**config.mk**
```make
export PLATFORM = sky130hd
export DESIGN_NAME = mshr_entry_top
export DESIGN_NICKNAME = d
export VERILOG_FILES = /design/src/verilog/cache_cmd_pkg.sv /design/src/verilog/cache_geom_pkg.sv /design/src/verilog/mshr_entry_top.sv /design/src/verilog/mshr_entry_issue.sv /design/src/verilog/mshr_entry_progress.sv /design/src/verilog/mshr_entry_decode.sv
export SDC_FILE = /design/constraint.sdc
export NUM_CORES = 1
export LEC_CHECK = 0
export ABC_AREA = 0
export ABC_CLOCK_PERIOD_IN_PS = 1700
export BUFFER_PORTS_ARGS = -buffer_cell sky130_fd_sc_hd__buf_2
export CELL_PAD_IN_SITES_DETAIL_PLACEMENT = 0
export CELL_PAD_IN_SITES_GLOBAL_PLACEMENT = 1
export CORE_UTILIZATION = 32
export CTS_CLUSTER_DIAMETER = 120
export DETAILED_ROUTE_END_ITERATION = 10
export PLACE_DENSITY = 0.8
export SLEW_MARGIN = 20
export SYNTH_ARGS = -nofsm -noshare
export SYNTH_HDL_FRONTEND = slang
export SYNTH_SLANG_ARGS = --single-unit
```
**constraint.sdc**
```tcl
create_clock -name clk -period 1.7 [get_ports clk]
set_input_delay 0.085 -clock clk [delete_from_list [all_inputs] [get_ports clk]]
set_output_delay 0.085 -clock clk [all_outputs]
set_load 0.005 [all_outputs]
```
**src/verilog/cache_cmd_pkg.sv**
```systemverilog
package cache_cmd_pkg;

    // ==================================================================
    // transaction opcode
    // ==================================================================
    typedef enum logic [1:0] {
        CMD_READ,
        CMD_WRITE
    } cmd_opcode_t;

    // ==================================================================
    // data ram channel, bit i of a per-direction vector is direction i
    // ==================================================================
    typedef enum logic [1:0] {
        DIR_WEST  = 2'd0,
        DIR_EAST  = 2'd1,
        DIR_SOUTH = 2'd2,
        DIR_NORTH = 2'd3
    } direction_t;

    parameter int NUM_DIRS = 4;

endpackage

```
**src/verilog/cache_geom_pkg.sv**
```systemverilog
package cache_geom_pkg;

    // ==================================================================
    // address fields
    // ==================================================================
    parameter int TAG_WIDTH       = 20;
    parameter int INDEX_WIDTH     = 8;
    parameter int OFFSET_WIDTH    = 6;
    parameter int WAY_WIDTH       = 3;

    // ==================================================================
    // ids
    // ==================================================================
    parameter int ROB_ID_WIDTH    = 5;
    parameter int DB_ID_WIDTH     = 4;   // linefill data buffer entry
    parameter int MASTER_ID_WIDTH = 4;

    // dest ram id is tag top bits then index top bits
    parameter int HASH_WIDTH      = 2;
    parameter int DEST_RAM_WIDTH  = 5;

endpackage
```
**src/verilog/mshr_entry_top.sv**
```systemverilog
`timescale 1ns/1ps

module mshr_entry_top #(
    parameter int ENTRY_NUM = 8
) (
    input  logic                                            clk,
    input  logic                                            rst_n,
    // alloc and update
    output logic                                            alloc_vld,
    input  logic                                            alloc_rdy,
    input  logic                                            upd_en,
    input  cache_cmd_pkg::cmd_opcode_t                      upd_opcode,
    input  logic                                            upd_hit,
    input  logic                                            upd_hzd_pass,
    input  logic [ENTRY_NUM-1:0]                            upd_hzd_bitmap,
    input  cache_cmd_pkg::direction_t                       upd_direction,
    input  logic [cache_geom_pkg::MASTER_ID_WIDTH-1:0]      upd_master_id,
    input  logic [cache_geom_pkg::TAG_WIDTH-1:0]            upd_tag,
    input  logic [cache_geom_pkg::INDEX_WIDTH-1:0]          upd_index,
    input  logic [cache_geom_pkg::OFFSET_WIDTH-1:0]         upd_offset,
    input  logic [cache_geom_pkg::WAY_WIDTH-1:0]            upd_way,
    input  logic [cache_geom_pkg::ROB_ID_WIDTH-1:0]         upd_rob_id,
    // downstream
    output logic                                            ds_req_vld,
    input  logic                                            ds_req_rdy,
    output cache_cmd_pkg::cmd_opcode_t                      ds_req_opcode,
    input  logic                                            ds_done,
    input  logic [cache_geom_pkg::DB_ID_WIDTH-1:0]          ds_done_db_id,
    // linefill
    output logic                                            lf_req_vld,
    input  logic                                            lf_req_rdy,
    output logic [cache_geom_pkg::DB_ID_WIDTH-1:0]          lf_db_id,
    input  logic                                            linefill_done,
    // data ram
    output logic [cache_cmd_pkg::NUM_DIRS-1:0]              dram_rd_vld,
    input  logic [cache_cmd_pkg::NUM_DIRS-1:0]              dram_rd_rdy,
    output logic [cache_cmd_pkg::NUM_DIRS-1:0]              dram_wr_vld,
    input  logic [cache_cmd_pkg::NUM_DIRS-1:0]              dram_wr_rdy,
    input  logic [cache_cmd_pkg::NUM_DIRS-1:0]              rdb_nfull,
    input  logic [cache_cmd_pkg::NUM_DIRS-1:0]              rd_done,
    input  logic [cache_cmd_pkg::NUM_DIRS-1:0]              wr_done,
    // shared request fields
    output logic [cache_geom_pkg::TAG_WIDTH-1:0]            req_tag,
    output logic [cache_geom_pkg::INDEX_WIDTH-1:0]          req_index,
    output logic [cache_geom_pkg::OFFSET_WIDTH-1:0]         req_offset,
    output logic [cache_geom_pkg::WAY_WIDTH-1:0]            req_way,
    output logic [cache_geom_pkg::ROB_ID_WIDTH-1:0]         req_rob_id,
    output logic [cache_geom_pkg::MASTER_ID_WIDTH-1:0]      req_master_id,
    output cache_cmd_pkg::direction_t                       req_direction,
    output logic [cache_geom_pkg::HASH_WIDTH-1:0]           req_hash_id,
    output logic [cache_geom_pkg::DEST_RAM_WIDTH-1:0]       req_dest_ram_id,
    // hazard view
    input  logic [ENTRY_NUM-1:0]                            release_vec,
    output logic                                            hzd_valid,
    output logic [cache_geom_pkg::TAG_WIDTH-1:0]            hzd_tag,
    output logic [cache_geom_pkg::INDEX_WIDTH-1:0]          hzd_index,
    output logic                                            release_en
);

    logic new_is_read, new_is_write, new_miss;
    logic active, hazard_free;
    logic ds_pending, lf_ready, line_present, rd_pending, wr_pending;
    logic ds_req_fire, lf_req_fire, rd_fire, wr_fire;

    mshr_entry_decode u_decode (
        .clk(clk), .rst_n(rst_n), .upd_en(upd_en),
        .upd_opcode(upd_opcode), .upd_hit(upd_hit), .upd_direction(upd_direction),
        .upd_master_id(upd_master_id), .upd_tag(upd_tag), .upd_index(upd_index),
        .upd_offset(upd_offset), .upd_way(upd_way), .upd_rob_id(upd_rob_id),
        .ds_done(ds_done), .ds_done_db_id(ds_done_db_id),
        .new_is_read(new_is_read), .new_is_write(new_is_write), .new_miss(new_miss),
        .ent_opcode(ds_req_opcode), .ent_direction(req_direction),
        .ent_master_id(req_master_id), .ent_tag(req_tag), .ent_index(req_index),
        .ent_offset(req_offset), .ent_way(req_way), .ent_rob_id(req_rob_id),
        .ent_db_id(lf_db_id)
    );

    mshr_entry_progress #(.ENTRY_NUM(ENTRY_NUM)) u_progress (
        .clk(clk), .rst_n(rst_n), .alloc_rdy(alloc_rdy),
        .upd_en(upd_en), .upd_hzd_pass(upd_hzd_pass), .upd_hzd_bitmap(upd_hzd_bitmap),
        .release_vec(release_vec),
        .new_is_read(new_is_read), .new_is_write(new_is_write), .new_miss(new_miss),
        .ds_req_fire(ds_req_fire), .lf_req_fire(lf_req_fire),
        .rd_fire(rd_fire), .wr_fire(wr_fire),
        .ds_done(ds_done), .linefill_done(linefill_done),
        .rd_done(rd_done), .wr_done(wr_done),
        .alloc_vld(alloc_vld), .active(active), .hazard_free(hazard_free),
        .ds_pending(ds_pending), .lf_ready(lf_ready), .line_present(line_present),
        .rd_pending(rd_pending), .wr_pending(wr_pending), .release_en(release_en)
    );

    mshr_entry_issue u_issue (
        .active(active), .hazard_free(hazard_free), .release_en(release_en),
        .ds_pending(ds_pending), .lf_ready(lf_ready), .line_present(line_present),
        .rd_pending(rd_pending), .wr_pending(wr_pending),
        .ent_direction(req_direction), .ent_tag(req_tag), .ent_index(req_index),
        .rdb_nfull(rdb_nfull),
        .ds_req_rdy(ds_req_rdy), .lf_req_rdy(lf_req_rdy),
        .dram_rd_rdy(dram_rd_rdy), .dram_wr_rdy(dram_wr_rdy),
        .ds_req_vld(ds_req_vld), .lf_req_vld(lf_req_vld),
        .dram_rd_vld(dram_rd_vld), .dram_wr_vld(dram_wr_vld),
        .ds_req_fire(ds_req_fire), .lf_req_fire(lf_req_fire),
        .rd_fire(rd_fire), .wr_fire(wr_fire),
        .req_hash_id(req_hash_id), .req_dest_ram_id(req_dest_ram_id),
        .hzd_valid(hzd_valid)
    );

    // other entries compare against our address
    assign hzd_tag   = req_tag;
    assign hzd_index = req_index;

endmodule

```
**src/verilog/mshr_entry_issue.sv**
```systemverilog
`timescale 1ns/1ps

module mshr_entry_issue (
    input  logic                                        active,
    input  logic                                        hazard_free,
    input  logic                                        release_en,
    input  logic                                        ds_pending,
    input  logic                                        lf_ready,
    input  logic                                        line_present,
    input  logic                                        rd_pending,
    input  logic                                        wr_pending,
    input  cache_cmd_pkg::direction_t                   ent_direction,
    input  logic [cache_geom_pkg::TAG_WIDTH-1:0]        ent_tag,
    input  logic [cache_geom_pkg::INDEX_WIDTH-1:0]      ent_index,
    input  logic [cache_cmd_pkg::NUM_DIRS-1:0]          rdb_nfull,
    input  logic                                        ds_req_rdy,
    input  logic                                        lf_req_rdy,
    input  logic [cache_cmd_pkg::NUM_DIRS-1:0]          dram_rd_rdy,
    input  logic [cache_cmd_pkg::NUM_DIRS-1:0]          dram_wr_rdy,
    output logic                                        ds_req_vld,
    output logic                                        lf_req_vld,
    output logic [cache_cmd_pkg::NUM_DIRS-1:0]          dram_rd_vld,
    output logic [cache_cmd_pkg::NUM_DIRS-1:0]          dram_wr_vld,
    output logic                                        ds_req_fire,
    output logic                                        lf_req_fire,
    output logic                                        rd_fire,
    output logic                                        wr_fire,
    output logic [cache_geom_pkg::HASH_WIDTH-1:0]       req_hash_id,
    output logic [cache_geom_pkg::DEST_RAM_WIDTH-1:0]   req_dest_ram_id,
    output logic                                        hzd_valid
);

    localparam int NDIR    = cache_cmd_pkg::NUM_DIRS;
    localparam int TAG_W   = cache_geom_pkg::TAG_WIDTH;
    localparam int IDX_W   = cache_geom_pkg::INDEX_WIDTH;
    localparam int HASH_W  = cache_geom_pkg::HASH_WIDTH;
    localparam int IDX_TOP = cache_geom_pkg::DEST_RAM_WIDTH - HASH_W;

    logic [NDIR-1:0] dir_oh;
    logic            rd_go;
    logic            wr_go;

    assign dir_oh = {{(NDIR-1){1'b0}}, 1'b1} << ent_direction;

    // ==================================================================
    // request valids
    // ==================================================================
    assign ds_req_vld = hazard_free && ds_pending;
    assign lf_req_vld = hazard_free && lf_ready;

    // dram access once the line is in
    assign rd_go = hazard_free && line_present && rd_pending;
    assign wr_go = hazard_free && line_present && wr_pending;

    assign dram_rd_vld = {NDIR{rd_go}} & dir_oh & rdb_nfull;  // needs read buffer room
    assign dram_wr_vld = {NDIR{wr_go}} & dir_oh;

    assign ds_req_fire = ds_req_vld && ds_req_rdy;
    assign lf_req_fire = lf_req_vld && lf_req_rdy;
    assign rd_fire     = |(dram_rd_vld & dram_rd_rdy);
    assign wr_fire     = |(dram_wr_vld & dram_wr_rdy);

    // ==================================================================
    // routing ids and hazard view
    // ==================================================================
    assign req_hash_id     = ent_tag[TAG_W-1 -: HASH_W];
    assign req_dest_ram_id = {ent_tag[TAG_W-1 -: HASH_W], ent_index[IDX_W-1 -: IDX_TOP]};

    assign hzd_valid = active && !release_en;

endmodule

```
**src/verilog/mshr_entry_progress.sv**
```systemverilog
`timescale 1ns/1ps

module mshr_entry_progress #(
    parameter int ENTRY_NUM = 8
) (
    input  logic                                clk,
    input  logic                                rst_n,
    input  logic                                alloc_rdy,
    input  logic                                upd_en,
    input  logic                                upd_hzd_pass,
    input  logic [ENTRY_NUM-1:0]                upd_hzd_bitmap,
    input  logic [ENTRY_NUM-1:0]                release_vec,
    input  logic                                new_is_read,
    input  logic                                new_is_write,
    input  logic                                new_miss,
    input  logic                                ds_req_fire,
    input  logic                                lf_req_fire,
    input  logic                                rd_fire,
    input  logic                                wr_fire,
    input  logic                                ds_done,
    input  logic                                linefill_done,
    input  logic [cache_cmd_pkg::NUM_DIRS-1:0]  rd_done,
    input  logic [cache_cmd_pkg::NUM_DIRS-1:0]  wr_done,
    output logic                                alloc_vld,
    output logic                                active,
    output logic                                hazard_free,
    output logic                                ds_pending,
    output logic                                lf_ready,
    output logic                                line_present,
    output logic                                rd_pending,
    output logic                                wr_pending,
    output logic                                release_en
);

    localparam int PH_DS = 0;
    localparam int PH_LF = 1;
    localparam int PH_RD = 2;
    localparam int PH_WR = 3;

    logic                 idle;
    logic [ENTRY_NUM-1:0] hzd_bitmap;
    logic [3:0]           need;
    logic [3:0]           sent;       // request handed over
    logic [3:0]           done;       // completion seen
    logic [3:0]           sent_set;
    logic [3:0]           done_set;

    // ==================================================================
    // alloc / active
    // ==================================================================
    assign alloc_vld = idle;

    always_ff @(posedge clk or negedge rst_n) begin
        if (!rst_n) begin
            idle   <= 1'b1;
            active <= 1'b0;
        end else begin
            if (alloc_vld && alloc_rdy)
                idle <= 1'b0;
            else if (release_en)
                idle <= 1'b1;
            if (upd_en)
                active <= 1'b1;
            else if (release_en)
                active <= 1'b0;
        end
    end

    // ==================================================================
    // hazard wait on older entries
    // ==================================================================
    always_ff @(posedge clk or negedge rst_n) begin
        if (!rst_n) begin
            hzd_bitmap  <= '0;
            hazard_free <= 1'b0;
        end else begin
            if (upd_en)
                hzd_bitmap <= upd_hzd_pass ? '0 : upd_hzd_bitmap;   // pass means no wait
            else
                hzd_bitmap <= hzd_bitmap & ~release_vec;
            hazard_free <= (upd_en && upd_hzd_pass) ||
                           (active && !release_en && !(|hzd_bitmap));
        end
    end

    // ==================================================================
    // phase flags where 1 means nothing left to do
    // ==================================================================
    assign need     = {new_is_write, new_is_read, new_miss, new_miss};
    assign sent_set = {wr_fire, rd_fire, lf_req_fire, ds_req_fire};
    assign done_set = {|wr_done, |rd_done, linefill_done, ds_done};

    always_ff @(posedge clk or negedge rst_n) begin
        if (!rst_n) begin
            sent <= '1;
            done <= '1;
        end else if (upd_en) begin
            sent <= ~need;
            done <= ~need;
        end else begin
            sent <= sent | sent_set;
            done <= done | done_set;
        end
    end

    assign ds_pending   = ~sent[PH_DS];
    assign lf_ready     = done[PH_DS] & ~sent[PH_LF];   // fill back but linefill not sent
    assign line_present = done[PH_LF];
    assign rd_pending   = ~sent[PH_RD];
    assign wr_pending   = ~sent[PH_WR];

    assign release_en = active && done[PH_RD] && done[PH_WR];

endmodule

```
**src/verilog/mshr_entry_decode.sv**
```systemverilog
`timescale 1ns/1ps

module mshr_entry_decode (
    input  logic                                            clk,
    input  logic                                            rst_n,
    input  logic                                            upd_en,
    input  cache_cmd_pkg::cmd_opcode_t                      upd_opcode,
    input  logic                                            upd_hit,
    input  cache_cmd_pkg::direction_t                       upd_direction,
    input  logic [cache_geom_pkg::MASTER_ID_WIDTH-1:0]      upd_master_id,
    input  logic [cache_geom_pkg::TAG_WIDTH-1:0]            upd_tag,
    input  logic [cache_geom_pkg::INDEX_WIDTH-1:0]          upd_index,
    input  logic [cache_geom_pkg::OFFSET_WIDTH-1:0]         upd_offset,
    input  logic [cache_geom_pkg::WAY_WIDTH-1:0]            upd_way,
    input  logic [cache_geom_pkg::ROB_ID_WIDTH-1:0]         upd_rob_id,
    input  logic                                            ds_done,
    input  logic [cache_geom_pkg::DB_ID_WIDTH-1:0]          ds_done_db_id,
    output logic                                            new_is_read,
    output logic                                            new_is_write,
    output logic                                            new_miss,
    output cache_cmd_pkg::cmd_opcode_t                      ent_opcode,
    output cache_cmd_pkg::direction_t                       ent_direction,
    output logic [cache_geom_pkg::MASTER_ID_WIDTH-1:0]      ent_master_id,
    output logic [cache_geom_pkg::TAG_WIDTH-1:0]            ent_tag,
    output logic [cache_geom_pkg::INDEX_WIDTH-1:0]          ent_index,
    output logic [cache_geom_pkg::OFFSET_WIDTH-1:0]         ent_offset,
    output logic [cache_geom_pkg::WAY_WIDTH-1:0]            ent_way,
    output logic [cache_geom_pkg::ROB_ID_WIDTH-1:0]         ent_rob_id,
    output logic [cache_geom_pkg::DB_ID_WIDTH-1:0]          ent_db_id
);

    // classify the incoming payload for the upd_en cycle
    assign new_is_read  = (upd_opcode == cache_cmd_pkg::CMD_READ);
    assign new_is_write = (upd_opcode == cache_cmd_pkg::CMD_WRITE);
    assign new_miss     = ~upd_hit;

    // ==================================================================
    // entry register
    // ==================================================================
    always_ff @(posedge clk or negedge rst_n) begin
        if (!rst_n) begin
            ent_opcode    <= cache_cmd_pkg::CMD_READ;
            ent_direction <= cache_cmd_pkg::DIR_WEST;
            ent_master_id <= '0;
            ent_tag       <= '0;
            ent_index     <= '0;
            ent_offset    <= '0;
            ent_way       <= '0;
            ent_rob_id    <= '0;
        end else if (upd_en) begin
            ent_opcode    <= upd_opcode;
            ent_direction <= upd_direction;
            ent_master_id <= upd_master_id;
            ent_tag       <= upd_tag;
            ent_index     <= upd_index;
            ent_offset    <= upd_offset;
            ent_way       <= upd_way;
            ent_rob_id    <= upd_rob_id;
        end
    end

    // db id comes back with the fill and a new request wins
    always_ff @(posedge clk or negedge rst_n) begin
        if (!rst_n) begin
            ent_db_id <= '0;
        end else if (upd_en) begin
            ent_db_id <= '0;
        end else if (ds_done) begin
            ent_db_id <= ds_done_db_id;
        end
    end

endmodule

```
Word level (Yosys, flattened, before mapping). Cells that the tools add are included.

Flip-flop bits (word level): 73. Input bits: 100. Word-level logic and storage cells: 68.

Equality and inequality tests: 1. Shift-type cells: 1. Muxes and demuxes: 10. Bitwise gates (word level): 16. Reduce and logical (&&, ||, !) cells: 25.

Operators with widths (number): bitwise AND 4 bit (5); 2-to-1 mux 4 bit (4); 2-to-1 mux 8 bit (2); OR reduction 4 bit (4); logical AND 1 bit (13); bitwise AND 8 bit (1); NOT 8 bit (1); bitwise OR 4 bit (2); OR reduction 8 bit (1); nonzero test 2 bit (3); NOT 1 bit (5); 2-to-1 mux 1 bit (4); NOT 4 bit (1); << shifter 1 x 2 -> 4 bit (first input constant) (1); == test 2 x 1 -> 1 bit (second input constant) (1); logical NOT 1 bit (2); logical NOT 2 bit (1); bitwise AND 1 bit (1); logical OR 1 bit (1).

Depth between registers and ports, before layout.
Depth in word-level cells: 8. Gate-level depth with buffers: 5.

By module. Synthesis repeated with hierarchy kept, for this count alone.

Cells, all modules: 250. Area total of the unflattened synthesis: 3548.4 um^2.

Modules (own cells, without submodules): mshr_entry_decode (instances 1, cells an instance 122, area each 2263.4 um^2, seq. area each 1351.3 um^2); mshr_entry_progress (instances 1, cells an instance 67, area each 832.0 um^2, seq. area each 486.7 um^2); mshr_entry_issue (instances 1, cells an instance 33, area each 242.7 um^2, seq. area each 0.0 um^2); mshr_entry_top (instances 1, cells an instance 28, area each 210.2 um^2, seq. area each 0.0 um^2).

Worst setup path after synthesis. No wires, ideal clock.

Path type: flip-flop to flip-flop. Start point: reg u_decode.ent_direction[0]. End point: reg u_progress.sent[3]. Arrival: 1.274 ns. Setup slack: 0.344 ns. Stages on the path, launching flop included: 5. Path buffers: 1. Period minus slack after synthesis: 1.356 ns. Cells stage by stage: dfrtp_1 -> buf_6 -> mux4_2 -> a311oi_1 -> nor2_1.

Word-level cells in the longest chain between the ends: 6.

Ends and longest elaborated chain: from (decl) (RTL line mshr_entry_decode.sv:22) `output cache_cmd_pkg::direction_t ent_direction,`; from (signal assigned) (RTL line mshr_entry_decode.sv:43) `ent_direction <= cache_cmd_pkg::DIR_WEST;`; from (signal assigned) (RTL line mshr_entry_decode.sv:52) `ent_direction <= upd_direction;`; << shifter 1 x 2 -> 4 bit (RTL line mshr_entry_issue.sv:43) `assign dir_oh = {{(NDIR-1){1'b0}}, 1'b1} << ent_direction;`; bitwise AND 4 bit (RTL line mshr_entry_issue.sv:56) `assign dram_wr_vld = {NDIR{wr_go}} & dir_oh;`; bitwise AND 4 bit (RTL line mshr_entry_issue.sv:61) `assign wr_fire = |(dram_wr_vld & dram_wr_rdy);`; OR reduction 4 bit (RTL line mshr_entry_issue.sv:61); bitwise OR 4 bit (RTL line mshr_entry_progress.sv:101) `sent <= sent | sent_set;`; 2-to-1 mux 4 bit (RTL line mshr_entry_progress.sv:97) `end else if (upd_en) begin`; to (signal assigned) (RTL line mshr_entry_progress.sv:98) `sent <= ~need;`; to (signal assigned) (RTL line mshr_entry_progress.sv:101); to (decl) (RTL line mshr_entry_progress.sv:43) `logic [3:0] sent;`.

No other way between the ends. A chain may end at the register's enable or synchronous reset.

Final worst setup path.
Start point: reg u_progress.done[1]. End point: out dram_wr_vld[1] (netlist name).

Word-level cells in the longest chain between the ends: 3.

Ends and longest elaborated chain: from (decl) (RTL line mshr_entry_progress.sv:44) `logic [3:0] done;`; from (signal assigned) (RTL line mshr_entry_progress.sv:99) `done <= ~need;`; from (signal assigned) (RTL line mshr_entry_progress.sv:102) `done <= done | done_set;`; logical AND 1 bit (2 in a row) (RTL line mshr_entry_issue.sv:53) `assign wr_go = hazard_free && line_present && wr_pending;`; bitwise AND 4 bit (RTL line mshr_entry_issue.sv:56); to (decl) (RTL line mshr_entry_top.sv:37) `output logic [cache_cmd_pkg::NUM_DIRS-1:0] dram_wr_vld,`.

No other way between the ends.

==> results_dict.tcl <==
set metrics [dict create \
    status "complete, no violations" \
    wl_um 8640 \
    crit_buf_inv 1 \
    r2r_cells 4 \
    crit_required_ps 1620 \
    start_util_pct 33.1 \
    setup_tns_ps 0 \
    fillers 896 \
    fin_nets 596 \
    layout_commonest_cell "buf_2" \
    cp-end-kind "output port" \
    worstPathCellList "nand2_2 > nor4b_2 > buf_2" \
    maxSlewViolCount 0 \
    grt_pass1_wl_um 13100 \
    cts-root-buf "clkbuf_8" \
    fp.dieW_um 103 \
    drv_cap 0 \
    yosys-top-cells-area "dfrtp_1, mux2_2, buf_4, dfstp_2, mux2i_1" \
    htreeDepth 3 \
    wire_per_inst_um 13.6 \
    multi_input_area_um2 1080 \
    cp_data_arrival_time_ps 1500 \
    r2r_start "u_progress.hazard_free$_DFF_PN0_" \
    antenna_found_initial 0 \
    grt_pass1_vias 2847 \
    fp.dieH_um 103 \
    drt_pass1_iterations 4 \
    placed_area_um2 4170 \
    synth_top_cell_by_area "dfrtp_1" \
    num_io_pins 202 \
    setup_viol 0 \
    leakagePower_nw 2.48 \
    diodes 0 \
    synth_cell_types 36 \
    critPathKind "reg -> out" \
    timing_worst_slew_pin_value_ps 436 \
    holdPathStages 3 \
    layout_common_cells "buf_2, dlygate4sd3_1, dfrtp_1" \
    drive_above_1_share_pct 56.7 \
    min_period_over_period_pct 93.0 \
    cts_made_buffers 9 \
    vdd_drop_max_uv 393 \
    ys_seq_elements 73 \
    dp_hpwl_um 5740 \
    synthArstFlopShare_pct 100 \
    syn_area_per_cell_um2 12.8 \
    syn-num-nets 352 \
    rsz0062_at_grt "no" \
    finalPower_mw 4.04 \
    period_minus_slack_ps 1580 \
    viasPerCell 4.43 \
    clock_latency_ps 340 \
    io_buffers 201 \
    seq_area_um2 1840 \
    vias 2809 \
    stdcell_area_um2 5080 \
    cts_buffer_depth 2 \
    finalWorstSetupSlack_ps 119 \
    ant_nets 0 \
    grt-ovfl-total 0 \
    grt_usage_pct 16.5 \
    clkTransAtPathRegs_ps 70 \
    power_density_nw_per_um2 796 \
    crit-reg2reg-capture "u_progress.sent[2]$_DFF_PN1_" \
    path_max_fanout 8 \
    fin_skew_ps 4.92 \
    synth_edf_count 0 \
    netlist.area_leader.share_pct 49.5 \
    grt_start_max_net_pins 42 \
    crit_path_start_kind "register" \
    dieArea_um2 10500 \
    min_to "u_decode.ent_db_id[1]$_DFFE_PN0P_" \
    slowest_delay_ps 560 \
    place_congestion 0.712 \
    slew_headroom_pct 70.9 \
    core-area_um2 9770 \
    yosys_most_used_dff "dfrtp_1" \
    crit_cells 3 \
    synthesis.area_um2 3230 \
    max_freq_mhz 633 \
    route.detailed.drc 0 \
    cpMaxStageDelayCell "dfstp_2" \
    crit_family "flip-flops" \
    hold_class "in -> reg" \
    hold_violations 0 \
    area_growth_pct 57.2 \
    cts_tree "built" \
    syn_inst 252 \
    yosysWarnings 0 \
    r2r_setup_slack_ps 370 \
    cts_sinks 73 \
    ys_seq_area_share_pct 56.8 \
    place_ws_ps 343 \
    worstHoldStart "ds_done_db_id[1]" \
    first_iter_violations 38 \
    fp-row-count 36 \
]
[power by group]
group / leakage, nW / switching, mW / internal (mW) / total [mW]
Sequential: 0.863 / 0.113 / 1.91 / 2.02
Combinational: 1.53 / 0.308 / 0.501 / 0.810
Clock: 0.0877 / 0.605 / 0.611 / 1.22
Total: 2.48 / 1.03 / 3.02 / 4.04
[state kept, by name, summed over array words and instances (netlist names), 2 cells and up]
name	flops
u_progress.done	4
u_decode.ent_master_id	4
u_decode.ent_way	3
u_decode.ent_rob_id	5
u_decode.ent_opcode	2
u_decode.ent_direction	2
u_progress.sent	4
u_decode.ent_offset	6
u_decode.ent_db_id	4
u_decode.ent_index	8
u_decode.ent_tag	20
u_progress.hzd_bitmap	8
[layer usage]
| metal | share of wire [%] | global-route usage (%) |
|---|---|---|
| met5 | 0 | 0 |
| met4 | 1.6 | 7.69 |
| met3 | 7.0 | 3.66 |
| met2 | 51 | 29.7 |
| met1 | 40 | 18.6 |
[cell usage after synthesis, types with 2 or more instances]
cell / instances
dfrtp_1: 64
nor3_1: 5
clkbuf_1: 2
buf_2: 7
inv_1: 2
nor2_1: 13
buf_4: 35
o21ai_0: 7
mux2_2: 50
mux2i_1: 5
nand2_1: 10
nor2b_1: 3
nand3_1: 2
a21oi_1: 3
dfstp_2: 9
nand2b_1: 8
nor4_1: 5
nor4b_1: 2
a311oi_1: 2
nand3b_1: 2
[kinds of logic after synthesis]
family / Yosys count / synth area share, %
compound gates: 18 / 3.64
buf+inv: 49 / 10.3
flops: 73 / 56.8
mux: 56 / 19.7
simple gates: 56 / 9.59
[worst register-to-register path, stage by stage (launching register included)]
cell,delay [ps]
dfrtp_1,460
nand2_2,210
nor3_1,90
a2111oi_0,380
a21oi_1,120
[area by class of cell]
type | count | share of cell area [%]
multi-input cells | 130 | 21.2
flip-flops and latches | 73 | 36.2
repair buffers | 280 | 35.8
well taps | 133 | 3.27
clock buffers | 15 | 3.27
clock inverters | 1 | 0.0984
inverters | 2 | 0.148
[what timing repair did]
item / in CTS / in global routing
setup buffers: 0 / 0
setup endpoints to repair: 1 / 1
hold buffers: 73 / 0
hold endpoints to repair: 96 / 0
gates resized for setup: 1 / 1
[how the worst max path moves through the flow]
| stage | endpoint | slack (ps) | from |
|---|---|---|---|
| 2_1_floorplan | u_progress.sent[3]$_DFF_PN1_ | 340 | u_decode.ent_direction[0]$_DFFE_PN0P_ |
| 3_3_place_gp | u_progress.sent[2]$_DFF_PN1_ | 420 | u_decode.ent_direction[1]$_DFFE_PN0P_ |
| 3_5_place_dp | dram_wr_vld[1] | 340 | u_progress.done[1]$_DFF_PN1_ |
| 4_1_cts | dram_rd_vld[3] | 80 | u_progress.done[1]$_DFF_PN1_ |
| 5_1_grt | dram_rd_vld[3] | 20 | u_progress.done[1]$_DFF_PN1_ |
| 6_report | dram_wr_vld[1] | 120 | u_progress.done[1]$_DFF_PN1_ |
[stage by stage]
| stage | hold slack (ps) | instances | util, % |
|---|---|---|---|
| after global routing | 15.9 | 634 | 52.0 |
| after CTS | 1.39 | 634 | 51.9 |
| final | 12.1 | 634 | 52.0 |
| after floorplan | -211 | 252 | - |
| after global placement | 50.5 | 545 | 42.6 |
| after detailed placement | 53.9 | 545 | 42.6 |
No activity file was read; power rests on OpenSTA's default activity.
